**config.mk**
```make
export PLATFORM = sky130hd
export DESIGN_NAME = vga_timing
export DESIGN_NICKNAME = d
export VERILOG_FILES = /design/src/design/pac_pkg.sv /design/src/design/vga_timing.sv
export SDC_FILE = /design/constraint.sdc
export NUM_CORES = 1
export LEC_CHECK = 0
export BUFFER_PORTS_ARGS = -buffer_cell sky130_fd_sc_hd__clkbuf_2
export CAP_MARGIN = 20
export CORE_MARGIN = 4
export CORE_UTILIZATION = 25
export CTS_CLUSTER_SIZE = 12
export DETAILED_ROUTE_END_ITERATION = 12
export GPL_TIMING_DRIVEN = 0
export PLACE_DENSITY = 0.45
export SYNTH_ARGS = -nofsm -noshare
export SYNTH_HDL_FRONTEND = slang
export SYNTH_SLANG_ARGS = --single-unit
```
**constraint.sdc**
```tcl
create_clock -name pclk -period 3.35 [get_ports pclk]
set_input_delay 0.67 -clock pclk [delete_from_list [all_inputs] [get_ports pclk]]
set_output_delay 0.67 -clock pclk [all_outputs]
set_load 0.01 [all_outputs]
```
**src/design/pac_pkg.sv**
```systemverilog
// Fixed 640x480 timing and a 28x36 maze of 8 px tiles; APB words are decoded by address only
package pac_pkg;

  // ------------------------------------------------------------------
  // VGA 640x480 timing
  localparam int h_vis  = 640;
  localparam int h_fp   = 16;
  localparam int h_sync = 96;
  localparam int h_tot  = 800;
  localparam int v_vis  = 480;
  localparam int v_fp   = 10;
  localparam int v_sync = 2;
  localparam int v_tot  = 525;
  localparam int coord_w = 10;                  // Pixel counter width

  // ------------------------------------------------------------------
  // Maze window and tile grid
  localparam int img_x0 = 208;                  // Centred horizontally
  localparam int img_y0 = 96;
  localparam int img_w  = 224;
  localparam int img_h  = 288;
  localparam int tile_shift = 3;                // 8x8 tiles
  localparam int tiles_x    = 28;
  localparam int tiles_y    = 36;
  localparam int tile_count = tiles_x * tiles_y;

  // Pac-Man movement
  localparam int hit_r     = 6;                 // 13x13 box
  localparam int speed_num = 125;               // 125/99 px per frame
  localparam int speed_den = 99;
  localparam int start_x   = 116;               // Centre of tile (14,28)
  localparam int start_y   = 228;

  localparam logic [1:0] dir_right = 2'd0;
  localparam logic [1:0] dir_left  = 2'd1;
  localparam logic [1:0] dir_up    = 2'd2;
  localparam logic [1:0] dir_down  = 2'd3;
  localparam logic [1:0] start_dir = dir_left;

  // Register word addresses
  localparam logic [9:0] ctrl_addr   = 10'd1023;  // Byte 0xFFC
  localparam logic [9:0] status_addr = 10'd1022;  // Byte 0xFF8

  localparam logic [3:0] col_black = 4'd0;
  localparam logic [3:0] col_dot   = 4'd6;
  localparam logic [3:0] col_pac   = 4'd11;
  localparam logic [3:0] col_wall  = 4'd12;

  // One APB word, three views picked by address
  typedef union packed {
    struct packed {
      logic [29:0] rsvd;
      logic        wall;
      logic        dot;
    } tile;
    struct packed {
      logic [29:0] rsvd;
      logic [1:0]  dir;
    } ctrl;
    struct packed {
      logic [6:0] rsvd_hi;
      logic [8:0] y;
      logic [6:0] rsvd_lo;
      logic [8:0] x;
    } status;
  } apb_word_t;

  // Row-major tile index from maze-local pixel coordinates
  function automatic logic [9:0] tile_index(input logic [8:0] lx, input logic [8:0] ly);
    return 10'(ly[8:tile_shift]) * 10'(tiles_x) + 10'(lx[7:tile_shift]);
  endfunction

  function automatic logic [11:0] palette(input logic [3:0] idx);
    case (idx)
      4'h0: return 12'h000;  // Black
      4'h1: return 12'h800;
      4'h2: return 12'h080;
      4'h3: return 12'hFA0;  // Orange
      4'h4: return 12'h008;
      4'h5: return 12'h808;
      4'h6: return 12'h941;  // Brown dot
      4'h7: return 12'hF00;
      4'h8: return 12'h888;
      4'h9: return 12'hF8F;  // Pink
      4'hA: return 12'h0F0;
      4'hB: return 12'hFF0;  // Yellow Pac-Man
      4'hC: return 12'h00F;  // Wall blue
      4'hD: return 12'hF0F;
      4'hE: return 12'h0FF;
      default: return 12'hFFF;
    endcase
  endfunction

endpackage

```
**src/design/vga_timing.sv**
```systemverilog
// Free-running 640x480 counters; one pclk per pixel, sync pulses are active low
`timescale 1ns/1ps
module vga_timing (
  input  logic                        pclk,
  input  logic                        rst_n,
  output logic [pac_pkg::coord_w-1:0] hc,
  output logic [pac_pkg::coord_w-1:0] vc,
  output logic                        hs_raw,
  output logic                        vs_raw,
  output logic                        frame_tick
);
  localparam logic [9:0] h_last  = 10'(pac_pkg::h_tot - 1);
  localparam logic [9:0] v_last  = 10'(pac_pkg::v_tot - 1);
  localparam logic [9:0] hs_beg  = 10'(pac_pkg::h_vis + pac_pkg::h_fp);
  localparam logic [9:0] hs_end  = 10'(pac_pkg::h_vis + pac_pkg::h_fp + pac_pkg::h_sync);
  localparam logic [9:0] vs_beg  = 10'(pac_pkg::v_vis + pac_pkg::v_fp);
  localparam logic [9:0] vs_end  = 10'(pac_pkg::v_vis + pac_pkg::v_fp + pac_pkg::v_sync);

  // ------------------------------------------------------------------
  // Counters, vc steps when hc wraps
  always_ff @(posedge pclk or negedge rst_n) begin
    if (!rst_n) begin
      hc <= '0;
      vc <= '0;
    end else if (hc == h_last) begin
      hc <= '0;
      vc <= (vc == v_last) ? '0 : vc + 10'd1;
    end else begin
      hc <= hc + 10'd1;
    end
  end

  assign hs_raw = !((hc >= hs_beg) && (hc < hs_end));  // Low during 656..751
  assign vs_raw = !((vc >= vs_beg) && (vc < vs_end));  // Low during 490..491

  // Frame start, top left pixel
  assign frame_tick = (hc == '0) && (vc == '0);

endmodule

```
==> out/metrics.cfg <==
[layout]
final_cell_mix = clkbuf_2 (24), dfrtp_1 (20), nand3_1 (13), xor2_1 (7), nand2_1 (6)
utilization_pct = 32.20
drive_gt1_share_pct = 21.99
diodes = 0
syn2layout_area_growth_pct = 21.86
layout_commonest_cell = clkbuf_2
nNetsFinal = 149
fill_cells = 456

[global_routing]
grt_max_degree = 21
grt_pass1_wl_um = 4719
gr-total-overflow = 0
grt.total_usage_pct = 11.06
grt_antenna_before_repair = 0
first_global_vias = 983

[power]
comb_power_share_pct = 1.2
total_leakage_power_nw = 0.6248
pwr-share-seq_pct = 55.9
p_per_area_mw_per_mm2 = 325.6
power.switching_uw = 85.22
switching_share_pct = 19.76
p_int_uw = 346.2
vdd_ir_drop_max_v = 0.0001447
pwr-share-clk_pct = 42.9

[route]
wl_per_cell_um = 14.72
routed_wl_um = 2811
drc = 0
detail_route.first_pass.iterations = 4
antenna_left = 0
drtIter0Drc = 37
vias = 973
vias_per_cell = 5.094

[clock_tree]
clock_latency_ns = 0.26
clkTransAtPathRegs_ns = 0.08
cts-root-buf = clkbuf_8
cts.sinks = 20
cts_buffers = 3
post_cts_buffers = 0
max-clock-path-buffers = 2
htree_levels = 1
ctsResizeCount = 0
cts_tree = yes
ctsHoldBuffers = 0

[floorplan]
die_y_um = 73.95
ioPinCount = 25
num_rows = 23
initial_utilization_pct = 26.42
die_w_um = 73.95
design.die.area_mm2 = 0.005469
core_area_mm2 = 0.004115

[synth]
yosysWarnings = 0
yosysTopAreaCell = dfrtp_1
ys.flop_type = dfrtp_1
syn-instance-count = 113
synth.avg_cell_area_um2 = 9.622
synth_area_mm2 = 0.001087
synth_edf_count = 0
seq_area_frac_synth_pct = 46.03
ys_ff_latch = 20
yosys.cell_types.count = 32
async_reset_ff_share_pct = 100.0
synth_area_leaders = dfrtp_1 (46%), nand3_1 (6.0%), ha_1 (5.8%), xor2_1 (5.6%), and3_1 (2.9%)
synth.top_cell.area_share_pct = 46.03
synth_fp_nets = 120

[sta]
fin_hold_ws_ns = 0.3781
finClkSkew_ns = 0.002236
timing.final.crit_share_pct = 76.31
hold_viol_final = 0
finalSetupViolations = 0
slew_headroom_pct = 64.45
worstMarginPinSlew_ns = 0.5333
period_needed_ns = 2.556
timing.final.max_slew_violations = 0
fmax_mhz = 391.2
fin_tns_setup_ns = 0
rsz0062_at_grt = no

[worst_setup_path]
critPathRequiredTime_ns = 2.68
rr_endpoint = vc[9]
worstSetupPathType = reg -> out
reg2reg_slack_ns = 1.09
rr_worst_depth = 6
cp.arrival_ns = 1.89
r2r-start = hc[0]
critPathMaxFanout = 10
endpoint_kind = primary output
crit_path_start_kind = flip-flop

[flow_run]
maxCapViolations = 0

[placement]
hpwl_um = 2050
io_buffer_count = 24
gp_congestion = 0.7200

[outcome]
status = completed

[hold_path]
holdCritPathClass = in -> async

-- cells by family (layout without fill, tap and decap cells) --
kind of cell | Yosys count | count (layout) | synth area share (%)
compound gates | 12 | 12 | 6.444
simple gates | 56 | 56 | 30.15
buf+inv | 10 | 38 | 3.567
xor+xnor | 10 | 10 | 8.056
flops | 20 | 20 | 46.03
fa+ha+maj | 5 | 5 | 5.754
-- how the worst max path moves through the flow --
stage                     start    endpoint  slack, ns  depth (start not counted)
final                     hc[5]  frame_tick       0.79                          5
after CTS                 hc[5]  frame_tick       0.74                          5
after detailed placement  hc[5]  frame_tick       1.03                          5
after global routing      hc[5]  frame_tick       0.60                          5
after floorplan           hc[0]       vc[9]       1.25                          6
after global placement    hc[5]  frame_tick       1.09                          5
-- cell usage after synthesis (3+ instances only) --
cell      count
ha_1          5
or4_1         3
clkbuf_1      4
xnor2_1       3
o21ai_0       5
nor4_1        5
and3_1        5
xor2_1        7
nand3_1      13
nand4_1       5
inv_1         5
nor2_1        5
dfrtp_1      20
nand2_1       6
-- layout make-up --
class | instances | area (um2) | share of cell area, %
Sequential cell | 20 | 500.5 | 37.77
Clock buffer | 4 | 55.05 | 4.155
Tap cell | 50 | 62.56 | 4.721
Timing Repair Buffer | 24 | 120.1 | 9.065
Multi-Input combinational cell | 83 | 548.0 | 41.36
Buffer | 5 | 20.02 | 1.511
Inverter | 5 | 18.77 | 1.416
-- flip-flops by register name (all words and copies together), names as in the netlist --
register / count
hc: 10
vc: 10
-- power by group through the flow --
| stage | clock, mW | sequential [mW] | combinational, mW |
|---|---|---|---|
| detailed placement | 0 | 0.246 | 0.00577 |
| finish | 0.185 | 0.241 | 0.00521 |
| global placement | 0 | 0.246 | 0.00571 |
| global route | 0.201 | 0.241 | 0.00667 |
| CTS | 0.193 | 0.241 | 0.00579 |
| floorplan | 0 | 0.246 | 0.000000225 |
-- worst max-delay path: stages, from the launching register on --
cell	delay, ns
dfrtp_1	0.40
clkbuf_1	0.22
nor4_1	0.36
nand4_1	0.13
nor4_1	0.32
clkbuf_2	0.20
-- routing by layer --
layer | global-route usage [%] | routed length, um
met5 | 0 | 0
met4 | 4.225 | 21
met3 | 2.297 | 107
met2 | 18.41 | 1335
met1 | 14.07 | 1347
-- metrics by stage --
| step | cells | worst slack [ns] | instance area [um2] | total power, mW |
|---|---|---|---|---|
| final | 191 | 0.7938 | 1325 | 0.4314 |
| after detailed placement | 187 | 1.031 | 1270 | 0.2518 |
| after CTS | 191 | 0.7366 | 1325 | 0.4396 |
| after global routing | 191 | 0.6048 | 1325 | 0.4488 |
| after floorplan | 113 | 1.254 | 1087 | 0.2461 |
| after global placement | 187 | 1.091 | 1270 | 0.2517 |
No activity file was read; power rests on OpenSTA's default activity.
