**config.mk**
```make
export PLATFORM = sky130hd
export DESIGN_NAME = pixel_render
export DESIGN_NICKNAME = d
export VERILOG_FILES = /design/src/design/pac_pkg.sv /design/src/design/pixel_render.sv
export SDC_FILE = /design/constraint.sdc
export NUM_CORES = 1
export LEC_CHECK = 0
export BUFFER_PORTS_ARGS = -buffer_cell sky130_fd_sc_hd__buf_2
export CAP_MARGIN = 20
export CELL_PAD_IN_SITES_DETAIL_PLACEMENT = 2
export CELL_PAD_IN_SITES_GLOBAL_PLACEMENT = 2
export CORE_UTILIZATION = 27
export CTS_CLUSTER_DIAMETER = 120
export DETAILED_ROUTE_END_ITERATION = 6
export PLACE_DENSITY_LB_ADDON = 0.3
export SLEW_MARGIN = 20
export SYNTH_ARGS = -nofsm -noshare
export SYNTH_HDL_FRONTEND = slang
export SYNTH_SLANG_ARGS = --single-unit
```
**constraint.sdc**
```tcl
create_clock -name pclk -period 2.93 [get_ports pclk]
set_input_delay 0.293 -clock pclk [delete_from_list [all_inputs] [get_ports pclk]]
set_output_delay 0.293 -clock pclk [all_outputs]
set_load 0.05 [all_outputs]
```
**src/design/pac_pkg.sv**
```systemverilog
// Fixed 640x480 timing and a 28x36 maze of 8 px tiles; APB words are decoded by address only
package pac_pkg;

  // ------------------------------------------------------------------
  // VGA 640x480 timing
  localparam int h_vis  = 640;
  localparam int h_fp   = 16;
  localparam int h_sync = 96;
  localparam int h_tot  = 800;
  localparam int v_vis  = 480;
  localparam int v_fp   = 10;
  localparam int v_sync = 2;
  localparam int v_tot  = 525;
  localparam int coord_w = 10;                  // Pixel counter width

  // ------------------------------------------------------------------
  // Maze window and tile grid
  localparam int img_x0 = 208;                  // Centred horizontally
  localparam int img_y0 = 96;
  localparam int img_w  = 224;
  localparam int img_h  = 288;
  localparam int tile_shift = 3;                // 8x8 tiles
  localparam int tiles_x    = 28;
  localparam int tiles_y    = 36;
  localparam int tile_count = tiles_x * tiles_y;

  // Pac-Man movement
  localparam int hit_r     = 6;                 // 13x13 box
  localparam int speed_num = 125;               // 125/99 px per frame
  localparam int speed_den = 99;
  localparam int start_x   = 116;               // Centre of tile (14,28)
  localparam int start_y   = 228;

  localparam logic [1:0] dir_right = 2'd0;
  localparam logic [1:0] dir_left  = 2'd1;
  localparam logic [1:0] dir_up    = 2'd2;
  localparam logic [1:0] dir_down  = 2'd3;
  localparam logic [1:0] start_dir = dir_left;

  // Register word addresses
  localparam logic [9:0] ctrl_addr   = 10'd1023;  // Byte 0xFFC
  localparam logic [9:0] status_addr = 10'd1022;  // Byte 0xFF8

  localparam logic [3:0] col_black = 4'd0;
  localparam logic [3:0] col_dot   = 4'd6;
  localparam logic [3:0] col_pac   = 4'd11;
  localparam logic [3:0] col_wall  = 4'd12;

  // One APB word, three views picked by address
  typedef union packed {
    struct packed {
      logic [29:0] rsvd;
      logic        wall;
      logic        dot;
    } tile;
    struct packed {
      logic [29:0] rsvd;
      logic [1:0]  dir;
    } ctrl;
    struct packed {
      logic [6:0] rsvd_hi;
      logic [8:0] y;
      logic [6:0] rsvd_lo;
      logic [8:0] x;
    } status;
  } apb_word_t;

  // Row-major tile index from maze-local pixel coordinates
  function automatic logic [9:0] tile_index(input logic [8:0] lx, input logic [8:0] ly);
    return 10'(ly[8:tile_shift]) * 10'(tiles_x) + 10'(lx[7:tile_shift]);
  endfunction

  function automatic logic [11:0] palette(input logic [3:0] idx);
    case (idx)
      4'h0: return 12'h000;  // Black
      4'h1: return 12'h800;
      4'h2: return 12'h080;
      4'h3: return 12'hFA0;  // Orange
      4'h4: return 12'h008;
      4'h5: return 12'h808;
      4'h6: return 12'h941;  // Brown dot
      4'h7: return 12'hF00;
      4'h8: return 12'h888;
      4'h9: return 12'hF8F;  // Pink
      4'hA: return 12'h0F0;
      4'hB: return 12'hFF0;  // Yellow Pac-Man
      4'hC: return 12'h00F;  // Wall blue
      4'hD: return 12'hF0F;
      4'hE: return 12'h0FF;
      default: return 12'hFFF;
    endcase
  endfunction

endpackage

```
**src/design/pixel_render.sv**
```systemverilog
// One register stage from counters to pins; tile bits arrive combinationally for render_tile
`timescale 1ns/1ps
module pixel_render (
  input  logic                        pclk,
  input  logic                        rst_n,
  input  logic [pac_pkg::coord_w-1:0] hc,
  input  logic [pac_pkg::coord_w-1:0] vc,
  input  logic                        hs_raw,
  input  logic                        vs_raw,
  input  logic [8:0]                  pac_x,
  input  logic [8:0]                  pac_y,
  input  logic                        cell_wall,
  input  logic                        cell_dot,
  output logic [9:0]                  render_tile,
  output logic [pac_pkg::coord_w-1:0] h,
  output logic [pac_pkg::coord_w-1:0] v,
  output logic                        hs,
  output logic                        vs,
  output logic [3:0]                  r,
  output logic [3:0]                  g,
  output logic [3:0]                  b
);
  localparam logic signed [10:0] radius = 11'(pac_pkg::hit_r);
  localparam logic [9:0] x0 = 10'(pac_pkg::img_x0);
  localparam logic [9:0] y0 = 10'(pac_pkg::img_y0);

  logic               in_win;
  logic               vis;
  logic [8:0]         lx;
  logic [8:0]         ly;
  logic signed [10:0] ddx;
  logic signed [10:0] ddy;
  logic               in_pac;
  logic               in_dot;
  logic [3:0]         idx;
  logic [11:0]        rgb;

  // ------------------------------------------------------------------
  // Window and tile mapping
  assign in_win = (hc >= x0) && (hc < x0 + 10'(pac_pkg::img_w)) &&
                  (vc >= y0) && (vc < y0 + 10'(pac_pkg::img_h));
  assign vis    = (hc < 10'(pac_pkg::h_vis)) && (vc < 10'(pac_pkg::v_vis));
  assign lx     = 9'(hc - x0);             // Valid only inside the window
  assign ly     = 9'(vc - y0);
  assign render_tile = in_win ? pac_pkg::tile_index(lx, ly) : 10'd0;

  // Pac-Man box, centre +/- hit_r
  assign ddx    = $signed({2'b00, lx}) - $signed({2'b00, pac_x});
  assign ddy    = $signed({2'b00, ly}) - $signed({2'b00, pac_y});
  assign in_pac = (ddx >= -radius) && (ddx <= radius) && (ddy >= -radius) && (ddy <= radius);

  // 2x2 dot in the tile centre
  assign in_dot = cell_dot && (lx[2:0] == 3'd3 || lx[2:0] == 3'd4) &&
                  (ly[2:0] == 3'd3 || ly[2:0] == 3'd4);

  // Layer priority
  always_comb begin
    if (!in_win) begin
      idx = pac_pkg::col_black;
    end else if (in_pac) begin
      idx = pac_pkg::col_pac;
    end else if (in_dot) begin
      idx = pac_pkg::col_dot;
    end else if (cell_wall) begin
      idx = pac_pkg::col_wall;
    end else begin
      idx = pac_pkg::col_black;
    end
  end

  assign rgb = pac_pkg::palette(idx);

  // ------------------------------------------------------------------
  // Output register, syncs idle high
  always_ff @(posedge pclk or negedge rst_n) begin
    if (!rst_n) begin
      h         <= '0;
      v         <= '0;
      hs        <= 1'b1;
      vs        <= 1'b1;
      {r, g, b} <= 12'h000;
    end else begin
      h         <= hc;
      v         <= vc;
      hs        <= hs_raw;
      vs        <= vs_raw;
      {r, g, b} <= vis ? rgb : 12'h000;  // Blank in porches and sync
    end
  end

endmodule

```
==> reports/metrics.sh <==
VIOLATED_CHECKS='setup timing'
HOLDCRITPATHCLASS='in2async'
CLKSINKCOUNT=32
ASYNC_RESET_FF_FRAC=1.000
GRT_PASS1_WL_MM=14.75
DRT_ITER0_MARKERS=43
SYN-CELL-AREA_MM2=0.002643
CTSROOTBUFFERMASTER='sky130_fd_sc_hd__clkbuf_8'
IO_PINS=88
FP.DIEAREA_MM2=0.01019
TIGHTESTPINTRANSITION_NS=0.7780
SYNTH_WARNINGS=0
VIAS_IN_THE_FIRST_GLOBAL_ROUTE=2900
SYNTHDOMINANTCELLAREASHARE=0.2841
SETUP_VIOL_COUNT_FINAL=1
SYNTH.LARGEST_AREA_CELL='sky130_fd_sc_hd__dfrtp_1'
POWER_DENSITY_mW_PER_MM2=461.2
CORE_AREA_MM2=0.009371
SYNTH.NET_COUNT=372
GRTUSAGETOTAL=0.1892
DIE_W_UM=100.9
ROUTE.VIAS.TOTAL=2608
NETLIST-CELL-TYPE-COUNT=50
REQ_TIME_CRIT_PATH_NS=2.64
DP_CELLS=549
CTS_TREE='yes'
CTS_MAX_LEVEL=2
SYNTH_AREA_PER_CELL_UM2=9.175
DRT-PASS1-ITER-COUNT=4
STATIC-LEAKAGE-POWER_nW=2.092
MAXSLEWHEADROOM=0.4813
WORST_HOLD_SLACK_NS=0.07901
AREA_OF_THE_MULTI_INPUT_GATES_MM2=0.001867
ANTENNA_FOUND_INITIAL=0
SYNTH_COMMON_CELLS='sky130_fd_sc_hd__inv_1 (40), sky130_fd_sc_hd__ha_1 (33), sky130_fd_sc_hd__dfrtp_1 (30), sky130_fd_sc_hd__nor2_1 (30), sky130_fd_sc_hd__nand2_1 (17)'
FF_LATCH_AREA_UM2=803.3
FILLER_CELL_COUNT=1102
SORT_OF_ELEMENT_AT_THE_END_OF_THE_CRITICAL_PATH='output port'
CTSHOLDBUFFERS=0
SYNTH_SEQUENTIAL_AREA_RATIO=0.3040
GPL.FINAL_WEIGHTED_CONGESTION=0.8251
FINAL-HOLD-VIOLATION-COUNT=0
CP-START-KIND='input pin'
INITIAL_STANDARD_CELL_UTILIZATION_OF_THE_CORE=0.2820
MAX_FREQ_MHz=313.3
TOTAL_POWER_W=0.001836
BUFFER_PORTS.INSERTED=87
UNREPAIRED_SETUP_ENDPOINTS_AFTER_GLOBAL_ROUTING='true'
GRT_START_MAX_NET_PINS=33
NUM-NETS-FINAL=516
MAXSLEWVIOLCOUNT=0
RUN_STATUS='finished, violations left'
ROWS=35
YOSYS.CELL_COUNT.TOP_TYPE='sky130_fd_sc_hd__inv_1'
CRITPATHMAXFANOUT=2
ROUTED_WIRE_LENGTH_PER_INSTANCE_UM=16.48
MAX_CAP_VIOLATIONS=0
FINAL_PERIOD_MINUS_WORST_SETUP_SLACK_NS=3.192
LAYOUT-AREA-OVERHEAD-VS-SYNTH_PCT=50.62
CRITICAL_PATH_ARRIVAL_NS=2.90
VERTICAL_EXTENT_OF_THE_DIE_UM=100.9
PRE_CTS_SLACK_NS=-0.5484
NETLIST_TOP_CELLS_AREA='sky130_fd_sc_hd__dfrtp_1 (28%), sky130_fd_sc_hd__ha_1 (16%), sky130_fd_sc_hd__inv_1 (5.7%), sky130_fd_sc_hd__fa_1 (5.3%), sky130_fd_sc_hd__xnor2_1 (5.0%)'
NUM_ANTENNA_CELLS=0
IR_DROP_V=0.0002073
FINAL_LAYOUT_SIZE_SUFFIX_GT1_FRAC=0.4411
FINALCRITPERIODSHARE=1.089
SYNTH_TOP_FLOP_CELL='sky130_fd_sc_hd__dfrtp_1'
MAX-CLOCK-PATH-BUFFERS=2
STDCELL_COUNT=562
CLK_PIN_SLEW_WORST_PATHS_NS=0.08
POSTSYNTHREGISTERBITS=32
HPWL_MM=7.619
FINISH.UTILIZATION=0.4247
NUMBER_OF_CTS_INSERTED_BUFFERS=5
DETAIL_ROUTE.VIAS_PER_CELL=4.641
DETAIL_ROUTE.DRC_VIOLATIONS=0
GRT-OVFL-TOTAL=0
POST-ROUTE-WORST-SETUP-SLACK_NS=-0.2622
NUMBER_OF_ENABLE_TYPE_REGISTER_CELLS_IN_THE_SYNTHESIZED_NETLIST=0
ANTENNA_LEFT=0
FINALWIRELENGTH_MM=9.264
TIMING.SETUP.CRITICAL_PATH_CLASS='in2out'
POST_SYNTH_INST_COUNT=288
## state kept, by name, summed over array words and instances, names as in the netlist
name	flops
v	10
vs	1
hs	1
b	3
r	3
g	4
h	10
## repair_timing
item / CTS / global route
gates cloned: 1 / 0
buffers inserted: 4 / 1
endpoints found under the setup margin: 12 / 14
pin swaps: 20 / 13
gates resized for setup: 15 / 19
hold endpoints to repair: 0 / 0
## layout by cell type (no fill, tap or decap), drive strengths merged, types with 7 or more instances in the layout
| cell | Yosys | layout |
|---|---|---|
| a21oi | 16 | 16 |
| buf | 3 | 140 |
| inv | 40 | 40 |
| o21ai | 9 | 9 |
| ha | 33 | 33 |
| a21o | 7 | 7 |
| dfrtp | 30 | 30 |
| nor3 | 7 | 7 |
| xor2 | 13 | 13 |
| nand2 | 17 | 17 |
| fa | 7 | 7 |
| xnor2 | 15 | 15 |
| nor2 | 30 | 30 |
## metrics by stage
stage	TNS, ns	cell area [µm²]
floorplan	-0.2188	2704
global placement	-3.022	3662
detailed placement	-4.375	3662
CTS	-0.3287	3870
global route	-0.4772	3980
finish	-0.2622	3980
## report_power, final
part / switching, W / internal, W / leakage, nW
combinational: 0.000510 / 0.000427 / 1.64
sequential: 0.00000436 / 0.000459 / 0.393
clock: 0.000184 / 0.000252 / 0.0541
## cells by family (layout without fill, tap and decap cells)
group / Yosys count / count (layout) / synth area share
AND/OR/NAND/NOR: 86 / 86 / 0.1638
flip-flops: 32 / 32 / 0.3040
multiplexers: 2 / 2 / 0.007576
adder cells (fa/ha/maj): 40 / 40 / 0.2093
AO/OA/AOI/OAI: 55 / 56 / 0.1558
buffers and inverters: 45 / 189 / 0.06676
XOR/XNOR: 28 / 28 / 0.09280
## cell type report
type,count,share of cell area
repair buffers,141,0.2223
clock buffers,5,0.01729
multi-input cells,212,0.4690
inverters,40,0.03835
well taps,129,0.04055
flip-flops and latches,32,0.2018
clock inverters,3,0.01069
## metal layers
| layer | routed length [µm] | track usage |
|---|---|---|
| met1 | 4020 | 0.2338 |
| met2 | 4980 | 0.3593 |
| met3 | 242 | 0.01595 |
| met4 | 21 | 0.03233 |
| met5 | 0 | 0 |
## critical path, cell delays in order
cell and delay [ns]:
sky130_fd_sc_hd__buf_8 0.08, sky130_fd_sc_hd__inv_4 0.03, sky130_fd_sc_hd__fa_1 0.53, sky130_fd_sc_hd__inv_1 0.05, sky130_fd_sc_hd__ha_2 0.18, sky130_fd_sc_hd__fa_2 0.34, sky130_fd_sc_hd__a21o_1 0.19, sky130_fd_sc_hd__a21oi_2 0.13
sky130_fd_sc_hd__xnor2_1 0.09, sky130_fd_sc_hd__nand3b_1 0.18, sky130_fd_sc_hd__xor2_1 0.17, sky130_fd_sc_hd__or3_4 0.34, sky130_fd_sc_hd__a21oi_4 0.13, sky130_fd_sc_hd__buf_6 0.17
## worst max-delay path by stage
stage          slack [ns]  startpoint             end
2_1_floorplan       -0.22       vc[5]  render_tile[9]
3_3_place_gp        -0.48       vc[5]  render_tile[9]
3_5_place_dp        -0.55       vc[5]  render_tile[9]
4_1_cts             -0.31       vc[4]  render_tile[9]
5_1_grt             -0.38       vc[6]  render_tile[9]
6_report            -0.26       vc[4]  render_tile[9]
Power figures use the tool's default switching activity.
