[config.mk]
export PLATFORM = sky130hd
export DESIGN_NAME = pac_motion
export DESIGN_NICKNAME = d
export VERILOG_FILES = /design/src/design/pac_pkg.sv /design/src/design/pac_motion.sv
export SDC_FILE = /design/constraint.sdc
export NUM_CORES = 1
export LEC_CHECK = 0
export BUFFER_PORTS_ARGS = -buffer_cell sky130_fd_sc_hd__buf_4
export CORE_ASPECT_RATIO = 1.2
export CORE_MARGIN = 8
export CORE_UTILIZATION = 40
export CTS_CLUSTER_SIZE = 16
export DETAILED_ROUTE_END_ITERATION = 16
export GPL_TIMING_DRIVEN = 0
export PLACE_DENSITY = 0.64
export RECOVER_POWER = 50
export SLEW_MARGIN = 20
export SYNTH_ARGS = -nofsm -noshare
export SYNTH_HDL_FRONTEND = slang
export SYNTH_SLANG_ARGS = --single-unit
[constraint.sdc]
create_clock -name pclk -period 15.1 [get_ports pclk]
set_input_delay 0.755 -clock pclk [delete_from_list [all_inputs] [get_ports pclk]]
set_output_delay 0.755 -clock pclk [all_outputs]
set_load 0.1 [all_outputs]
[src/design/pac_pkg.sv]
// Fixed 640x480 timing and a 28x36 maze of 8 px tiles; APB words are decoded by address only
package pac_pkg;

  // ------------------------------------------------------------------
  // VGA 640x480 timing
  localparam int h_vis  = 640;
  localparam int h_fp   = 16;
  localparam int h_sync = 96;
  localparam int h_tot  = 800;
  localparam int v_vis  = 480;
  localparam int v_fp   = 10;
  localparam int v_sync = 2;
  localparam int v_tot  = 525;
  localparam int coord_w = 10;                  // Pixel counter width

  // ------------------------------------------------------------------
  // Maze window and tile grid
  localparam int img_x0 = 208;                  // Centred horizontally
  localparam int img_y0 = 96;
  localparam int img_w  = 224;
  localparam int img_h  = 288;
  localparam int tile_shift = 3;                // 8x8 tiles
  localparam int tiles_x    = 28;
  localparam int tiles_y    = 36;
  localparam int tile_count = tiles_x * tiles_y;

  // Pac-Man movement
  localparam int hit_r     = 6;                 // 13x13 box
  localparam int speed_num = 125;               // 125/99 px per frame
  localparam int speed_den = 99;
  localparam int start_x   = 116;               // Centre of tile (14,28)
  localparam int start_y   = 228;

  localparam logic [1:0] dir_right = 2'd0;
  localparam logic [1:0] dir_left  = 2'd1;
  localparam logic [1:0] dir_up    = 2'd2;
  localparam logic [1:0] dir_down  = 2'd3;
  localparam logic [1:0] start_dir = dir_left;

  // Register word addresses
  localparam logic [9:0] ctrl_addr   = 10'd1023;  // Byte 0xFFC
  localparam logic [9:0] status_addr = 10'd1022;  // Byte 0xFF8

  localparam logic [3:0] col_black = 4'd0;
  localparam logic [3:0] col_dot   = 4'd6;
  localparam logic [3:0] col_pac   = 4'd11;
  localparam logic [3:0] col_wall  = 4'd12;

  // One APB word, three views picked by address
  typedef union packed {
    struct packed {
      logic [29:0] rsvd;
      logic        wall;
      logic        dot;
    } tile;
    struct packed {
      logic [29:0] rsvd;
      logic [1:0]  dir;
    } ctrl;
    struct packed {
      logic [6:0] rsvd_hi;
      logic [8:0] y;
      logic [6:0] rsvd_lo;
      logic [8:0] x;
    } status;
  } apb_word_t;

  // Row-major tile index from maze-local pixel coordinates
  function automatic logic [9:0] tile_index(input logic [8:0] lx, input logic [8:0] ly);
    return 10'(ly[8:tile_shift]) * 10'(tiles_x) + 10'(lx[7:tile_shift]);
  endfunction

  function automatic logic [11:0] palette(input logic [3:0] idx);
    case (idx)
      4'h0: return 12'h000;  // Black
      4'h1: return 12'h800;
      4'h2: return 12'h080;
      4'h3: return 12'hFA0;  // Orange
      4'h4: return 12'h008;
      4'h5: return 12'h808;
      4'h6: return 12'h941;  // Brown dot
      4'h7: return 12'hF00;
      4'h8: return 12'h888;
      4'h9: return 12'hF8F;  // Pink
      4'hA: return 12'h0F0;
      4'hB: return 12'hFF0;  // Yellow Pac-Man
      4'hC: return 12'h00F;  // Wall blue
      4'hD: return 12'hF0F;
      4'hE: return 12'h0FF;
      default: return 12'hFFF;
    endcase
  endfunction

endpackage

[src/design/pac_motion.sv]
// Moves once per frame_tick at 125/99 px per frame; off-grid check points count as walls
`timescale 1ns/1ps
module pac_motion (
  input  logic       pclk,
  input  logic       rst_n,
  input  logic       frame_tick,
  input  logic [1:0] pac_dir,
  input  logic       wall_a,
  input  logic       wall_b,
  output logic [9:0] tile_a,
  output logic [9:0] tile_b,
  output logic [8:0] pac_x,
  output logic [8:0] pac_y
);
  localparam logic signed [10:0] radius = 11'(pac_pkg::hit_r);
  localparam logic signed [10:0] max_x  = 11'(pac_pkg::img_w);
  localparam logic signed [10:0] max_y  = 11'(pac_pkg::img_h);
  localparam logic [7:0]         two_den = 8'(2 * pac_pkg::speed_den);

  logic [6:0]         rem;                 // Remainder modulo 99
  logic [7:0]         sum;
  logic [6:0]         rem_next;
  logic [1:0]         step;
  logic signed [10:0] cx;
  logic signed [10:0] cy;
  logic signed [10:0] ahead;
  logic signed [10:0] ax;
  logic signed [10:0] ay;
  logic signed [10:0] bx;
  logic signed [10:0] by;
  logic               blocked;

  function automatic logic off_grid(input logic signed [10:0] x, input logic signed [10:0] y);
    return (x < 0) || (x >= max_x) || (y < 0) || (y >= max_y);
  endfunction

  // ------------------------------------------------------------------
  // Fractional speed, sum never reaches 3*99
  assign sum = {1'b0, rem} + 8'(pac_pkg::speed_num);

  always_comb begin
    if (sum >= two_den) begin
      step     = 2'd2;
      rem_next = 7'(sum - two_den);
    end else begin
      step     = 2'd1;                     // Sum is always >= 99
      rem_next = 7'(sum - 8'(pac_pkg::speed_den));
    end
  end

  // ------------------------------------------------------------------
  // Front-edge check points
  assign cx    = {2'b00, pac_x};
  assign cy    = {2'b00, pac_y};
  assign ahead = radius + {9'd0, step};   // Leading edge after the move

  always_comb begin
    ax = cx - radius;                      // Up/down spread across x
    bx = cx + radius;
    ay = cy;
    by = cy;
    case (pac_dir)
      pac_pkg::dir_right: begin
        ax = cx + ahead;
        bx = cx + ahead;
        ay = cy - radius;
        by = cy + radius;
      end
      pac_pkg::dir_left: begin
        ax = cx - ahead;
        bx = cx - ahead;
        ay = cy - radius;
        by = cy + radius;
      end
      pac_pkg::dir_up: begin
        ay = cy - ahead;
        by = cy - ahead;
      end
      default: begin                       // Down
        ay = cy + ahead;
        by = cy + ahead;
      end
    endcase
  end

  assign tile_a  = pac_pkg::tile_index(ax[8:0], ay[8:0]);
  assign tile_b  = pac_pkg::tile_index(bx[8:0], by[8:0]);
  assign blocked = off_grid(ax, ay) || wall_a || off_grid(bx, by) || wall_b;

  // Position update, visible the cycle after the tick
  always_ff @(posedge pclk or negedge rst_n) begin
    if (!rst_n) begin
      rem   <= '0;
      pac_x <= 9'(pac_pkg::start_x);
      pac_y <= 9'(pac_pkg::start_y);
    end else if (frame_tick) begin
      rem <= rem_next;
      if (!blocked) begin
        case (pac_dir)
          pac_pkg::dir_right: pac_x <= pac_x + 9'(step);
          pac_pkg::dir_left:  pac_x <= pac_x - 9'(step);
          pac_pkg::dir_up:    pac_y <= pac_y - 9'(step);
          default:            pac_y <= pac_y + 9'(step);
        endcase
      end
    end
  end

endmodule

==> impl_metrics.csv, run 1 <==
group,metric,value,unit
status,status,"finished with violations",
status,violations,"max-capacitance violations, max-slew violations",
final_layout,syn_to_final_growth,10.8,%
setup_path,cp.required,14.35,ns
timing,drv_slew,26,
synth,synth_area_leader_cell,"ha_1",
final_layout,insertedDiodeCount,0,
timing,fin_skew,0.0110,ns
synth,synth.net_count,717,
timing,worst_hold_slack,0.570,ns
detailed_routing,drt-vias-per-instance,5.50,
clock_tree,cts_inserted_buffers,3,
floorplan,fp.dieH,139,microns
timing,final-hold-violation-count,0,
clock_tree,cts_setup_buffers,0,
synth,synth_cell_types,74,
placement,dpl.hpwl,10900,microns
timing,worst_pin_slew,1.54,ns
placement,routabilityCongestion,0.937,
setup_path,rr_worst_depth,22,
setup_path,crit_top_cell,"inv_1",
timing,timing.setup.tns,0,ns
grt,grt_pass1_vias,4542,
grt,grt_max_degree,26,
setup_path,critPathMaxFanout,18,
synth,synth_area_leaders,"ha_1, dfrtp_1, xnor2_1, fa_1, inv_1",
final_layout,utilization,44.8,%
clock_tree,clkTransAtPathRegs,0.08,ns
setup_path,regToRegSetupSlack,7.65,ns
grt,overflow,0,
timing,rsz0062_at_grt,"false",
synth,ys_ff_latch,25,
detailed_routing,wl_per_cell,16.1,microns
clock_tree,clock-root-buffer,"clkbuf_16",
floorplan,core-area,12500,sq um
setup_path,worstReg2RegStart,"rem[1]",
clock_tree,cts_tree,"yes",
final_layout,fin_nets,766,
grt,antenna_found_initial,0,
detailed_routing,dr.pass1.iters,5,
run,drv_cap,1,
hold_path,hold_class,"reg -> reg",
setup_path,rr_endpoint,"pac_y[3]",
floorplan,die_area,16500,sq um
floorplan,initial_core_util,40.4,%
final_layout,nFillCells,1278,
placement,place_ws,7.25,ns
timing,setup_viol,0,
detailed_routing,drtAntennaViolNets,0,
clock_tree,clk-insertion-delay-late,0.27,ns
synth,synth_seq_area_share,12.6,%
synth,syn_inst,620,
setup_path,worstSetupStartpoint,"rem[0]",
setup_path,cp-start-kind,"flop",
clock_tree,postCtsResizedCells,0,
setup_path,cp.arrival,7.41,ns
setup_path,slowest_delay,0.59,ns
detailed_routing,drt-initial-drc-count,225,
setup_path,crit_type,"reg -> out",
timing,fin_crit,8.16,ns
synth,synth_ff_type,"dfrtp_1",
clock_tree,clkSinkCount,25,
detailed_routing,drcViolationCount,0,
clock_tree,clockBufferDepth,2,
final_layout,drive_gt1_share,10.5,%
grt,grtUsageTotal,16.2,%
setup_path,cp_num_buf_inv,6,
setup_path,crit_path_end,"tile_b[9]",
clock_tree,hold_buffers,0,
floorplan,num_rows,45,
placement,numPortBuffers,44,
setup_path,endpoint_kind,"output pin",
synth,syn_area,5050,sq um
timing,period_share,54.1,%
grt,grt_pass1_wl,22400,microns
detailed_routing,wirelength,13400,microns
synth,synth_edf_count,0,
floorplan,die_x,119,microns
timing,max_freq,0.123,GHz
setup_path,path_delay_family,"compound AO/OA/AOI/OAI gates",
clock_tree,ctsHtreeMaxLevel,1,
detailed_routing,dr_total_vias,4574,
synth,synth_warnings,0,
setup_path,path_depth,27,
synth,async_flop_share,100,%
timing,setup_slack,6.94,ns
floorplan,io_pins,45,
synth,synth_top_area_share,17.3,%
synth,avgSynthCellArea,8.15,sq um
timing,max_slew_margin,-2.68,%
setup_path,cp_slowest_cell,"a2111oi_0",
==> layout by cell type, fill, tap and decap left out, types with 7 or more instances in the layout <==
master | netlist | routed
o21a_1 | 7 | 7
nor2_1 | 28 | 28
a21oi_1 | 44 | 44
mux2i_1 | 12 | 12
a21o_1 | 20 | 20
ha_1 | 70 | 70
xnor2_1 | 47 | 47
nor4_1 | 7 | 7
o21ai_0 | 19 | 19
buf_4 | 0 | 25
xor2_1 | 22 | 22
clkbuf_1 | 7 | 26
buf_2 | 15 | 15
nand2_1 | 46 | 46
nor2b_1 | 13 | 13
nand3_1 | 19 | 19
dfstp_2 | 8 | 8
dfrtp_1 | 17 | 17
nor3_1 | 15 | 15
fa_1 | 20 | 20
inv_1 | 64 | 64
==> flip-flops by register name, indices dropped and copies added, names as in the netlist <==
name   count
pac_x      9
pac_y      9
rem        7
==> synthesized netlist by cell type (17+ instances only) <==
master	count
ha_1	70
inv_1	64
xnor2_1	47
nand2_1	46
a21oi_1	44
nor2_1	28
xor2_1	22
a21o_1	20
fa_1	20
nand3_1	19
o21ai_0	19
dfrtp_1	17
==> layout make-up <==
cell class	count	area [sq um]	share of cell area (%)
Multi-Input combinational cell	502	4050	72.3
Clock buffer	3	75.1	1.34
Buffer	27	120	2.15
Inverter	66	248	4.42
Tap cell	164	205	3.66
Timing Repair Buffer	44	259	4.63
Clock inverter	1	7.51	0.134
Sequential cell	25	636	11.4
==> routing by layer <==
metal | global-route usage (%) | share of wire (%)
met1 | 19.4 | 44
met2 | 29.1 | 50
met3 | 1.83 | 4.1
met4 | 5.34 | 2.0
met5 | 0 | 0
==> stage by stage <==
stage / std cells / instance area, sq um
5_1_grt: 832 / 5600
3_5_place_dp: 828 / 5590
2_1_floorplan: 620 / 5050
6_report: 832 / 5600
3_3_place_gp: 828 / 5590
4_1_cts: 832 / 5670
==> cell families (layout without fill, tap and decap cells) <==
logic type,after synthesis,in the layout,synth area share (%)
buffers and inverters,93,141,7.28
xor gates and xnor gates,70,70,12.5
adders and majority gates,90,90,25.3
AOI/OAI and AO/OA,148,148,19.4
and+or+nand+nor,173,173,18.4
DFF,25,25,12.6
muxes,21,21,4.61
==> worst min path at each step <==
stage | from | to | slack [ns] | depth (start not counted)
after CTS | rst_n | pac_x[8] | 0.39 | 1
after global placement | rem[4] | rem[4] | 0.54 | 1
final | rem[4] | rem[4] | 0.57 | 1
after detailed placement | rem[4] | rem[4] | 0.55 | 1
after global routing | rem[4] | rem[4] | 0.61 | 1
after floorplan | rst_n | pac_x[0] | 0.46 | 0
==> worst register-to-register path, stage by stage, from the launching register on <==
cell and delay, ns:
dfrtp_1 0.48, ha_1 0.29, or4_1 0.48, nor4_1 0.34, nor2_1 0.14, o21ai_2 0.72
inv_1 0.52, ha_1 0.39, nor2b_1 0.12, o21a_1 0.16, o41a_1 0.30, a211oi_1 0.13
o22a_1 0.22, a32oi_1 0.48, inv_1 0.22, ha_1 0.23, nor2b_1 0.13, a2111oi_0 0.44
nand4_1 0.14, a211oi_1 0.27, nand3_1 0.20, nor3_4 0.57, mux2_4 0.35
Power of run 1 is not shown: default switching activity piles up to over one toggle a cycle in this logic, so the estimate is an artifact.
==> run 2, diff against run 1 <==
==> constraint.sdc (replaced) <==
create_clock -name pclk -period 7.72 [get_ports pclk]
set_input_delay 0.386 -clock pclk [delete_from_list [all_inputs] [get_ports pclk]]
set_output_delay 0.386 -clock pclk [all_outputs]
set_load 0.1 [all_outputs]
==> impl_metrics.csv, run 2 (same netlist as run 1, synthesis figures left out) <==
group,metric,value,unit
setup_path,cp-start-kind,"flop",
clock_tree,cts_tree,"yes",
timing,worst_pin_slew,1.50,ns
timing,max_freq,0.138,GHz
placement,place_ws,0.239,ns
status,violations,"max-capacitance violations, max-slew violations",
setup_path,rr_worst_depth,22,
detailed_routing,dr.pass1.iters,4,
floorplan,core-area,12500,sq um
final_layout,drive_gt1_share,12.5,%
grt,grtUsageTotal,16.2,%
timing,drv_slew,25,
clock_tree,clockBufferDepth,2,
detailed_routing,wirelength,13600,microns
hold_path,hold_class,"in -> async",
detailed_routing,drtAntennaViolNets,0,
setup_path,cp.required,7.33,ns
clock_tree,clk-insertion-delay-late,0.27,ns
grt,grt_max_degree,26,
setup_path,crit_type,"reg -> out",
setup_path,path_depth,27,
timing,max_slew_margin,-0.125,%
clock_tree,clkTransAtPathRegs,0.07,ns
clock_tree,clock-root-buffer,"clkbuf_16",
timing,final-hold-violation-count,0,
setup_path,worstReg2RegStart,"rem[1]",
clock_tree,cts_inserted_buffers,3,
status,status,"finished with violations",
setup_path,cp_num_buf_inv,6,
grt,grt_pass1_wl,22400,microns
setup_path,regToRegSetupSlack,0.73,ns
setup_path,endpoint_kind,"output pin",
setup_path,slowest_delay,0.56,ns
detailed_routing,wl_per_cell,16.1,microns
placement,numPortBuffers,44,
clock_tree,clkSinkCount,25,
final_layout,reg_top3,"pac_x x9, pac_y x9, rem x7",
detailed_routing,drcViolationCount,0,
setup_path,cp_slowest_cell,"fa_1",
grt,grt_pass1_vias,4542,
detailed_routing,drt-initial-drc-count,244,
run,drv_cap,1,
floorplan,die_area,16500,sq um
final_layout,utilization,45.7,%
final_layout,syn_to_final_growth,13.0,%
clock_tree,ctsHtreeMaxLevel,1,
floorplan,num_rows,45,
timing,period_share,94.0,%
timing,fin_skew,0.00964,ns
placement,placed_cell_area,5590,sq um
final_layout,fin_area,5710,sq um
final_layout,layout_commonest_cell,"ha_1",
setup_path,path_delay_family,"adder cells",
grt,overflow,0,
setup_path,cp.arrival,6.87,ns
timing,setup_viol,0,
timing,fin_crit,7.26,ns
final_layout,final_cell_mix,"ha_1, inv_1, xnor2_1",
final_layout,insertedDiodeCount,0,
floorplan,initial_core_util,40.4,%
placement,dpl.hpwl,10900,microns
timing,setup_slack,0.462,ns
floorplan,fp.dieH,139,microns
placement,routabilityCongestion,0.937,
final_layout,fin_nets,776,
floorplan,io_pins,45,
setup_path,critPathMaxFanout,14,
grt,antenna_found_initial,0,
floorplan,die_x,119,microns
detailed_routing,drt-vias-per-instance,5.45,
setup_path,rr_endpoint,"pac_y[3]",
detailed_routing,dr_total_vias,4591,
==> run 2: what timing repair did <==
| action | CTS | global route |
|---|---|---|
| resized for setup | 2 | 8 |
| hold endpoints to repair | 0 | 0 |
| setup endpoints to repair | 2 | 10 |
| pin swaps | 0 | 1 |
| setup buffers | 0 | 10 |
| hold buffers | 0 | 0 |
==> run 2: per-layer routing <==
| metal | vias up | global-route usage, % | routed length, microns |
|---|---|---|---|
| met3 | 21 | 1.83 | 492 |
| li1 | 2274 | - | - |
| met5 | - | 0 | 0 |
| met1 | 2192 | 19.4 | 5900 |
| met2 | 104 | 29.1 | 6870 |
| met4 | 0 | 5.34 | 287 |
==> run 2: how the worst max path moves through the flow <==
stage	end	slack (ns)	from
after floorplan	tile_b[9]	0.08	rem[1]
after global placement	tile_b[9]	0.31	rem[0]
after detailed placement	tile_b[9]	0.24	rem[0]
after CTS	tile_b[9]	0.14	rem[0]
after global routing	tile_a[9]	-0.02	rem[1]
final	tile_b[9]	0.46	rem[1]
==> run 2: final cells by class <==
type                            instances  area [sq um]
Timing Repair Buffer                   54           338
Buffer                                 27           121
Clock inverter                          1          7.51
Multi-Input combinational cell        502          4080
Fill cell                            1274          6790
Inverter                               66           251
Sequential cell                        25           636
Clock buffer                            3          75.1
Tap cell                              164           205
==> run 2: worst reg2reg max path, cell delays in order, from the launching register on <==
cell and delay [ns]:
dfrtp_1 0.50, ha_1 0.30, or4_1 0.48, nor4_1 0.40
nor2_1 0.17, o21ai_4 0.39, buf_4 0.20, ha_1 0.21
buf_2 0.17, o21a_1 0.14, o41a_1 0.43, nor4_1 0.31
o21ai_0 0.14, a32oi_1 0.50, inv_1 0.22, ha_1 0.23
nor2b_1 0.13, a2111oi_0 0.44, nand4_1 0.14, a211oi_1 0.27
nand3_1 0.20, nor3_4 0.56, mux2_4 0.35
==> run 2: through the flow <==
stage	TNS, ns	hold WS (ns)	std cells
after floorplan	0	0.0904	620
after detailed placement	0	0.328	828
after CTS	0	0.0252	832
after global placement	0	0.322	828
final	0	0.460	842
after global routing	-0.0179	0.578	842
Power of run 2 is left out for the same reason.
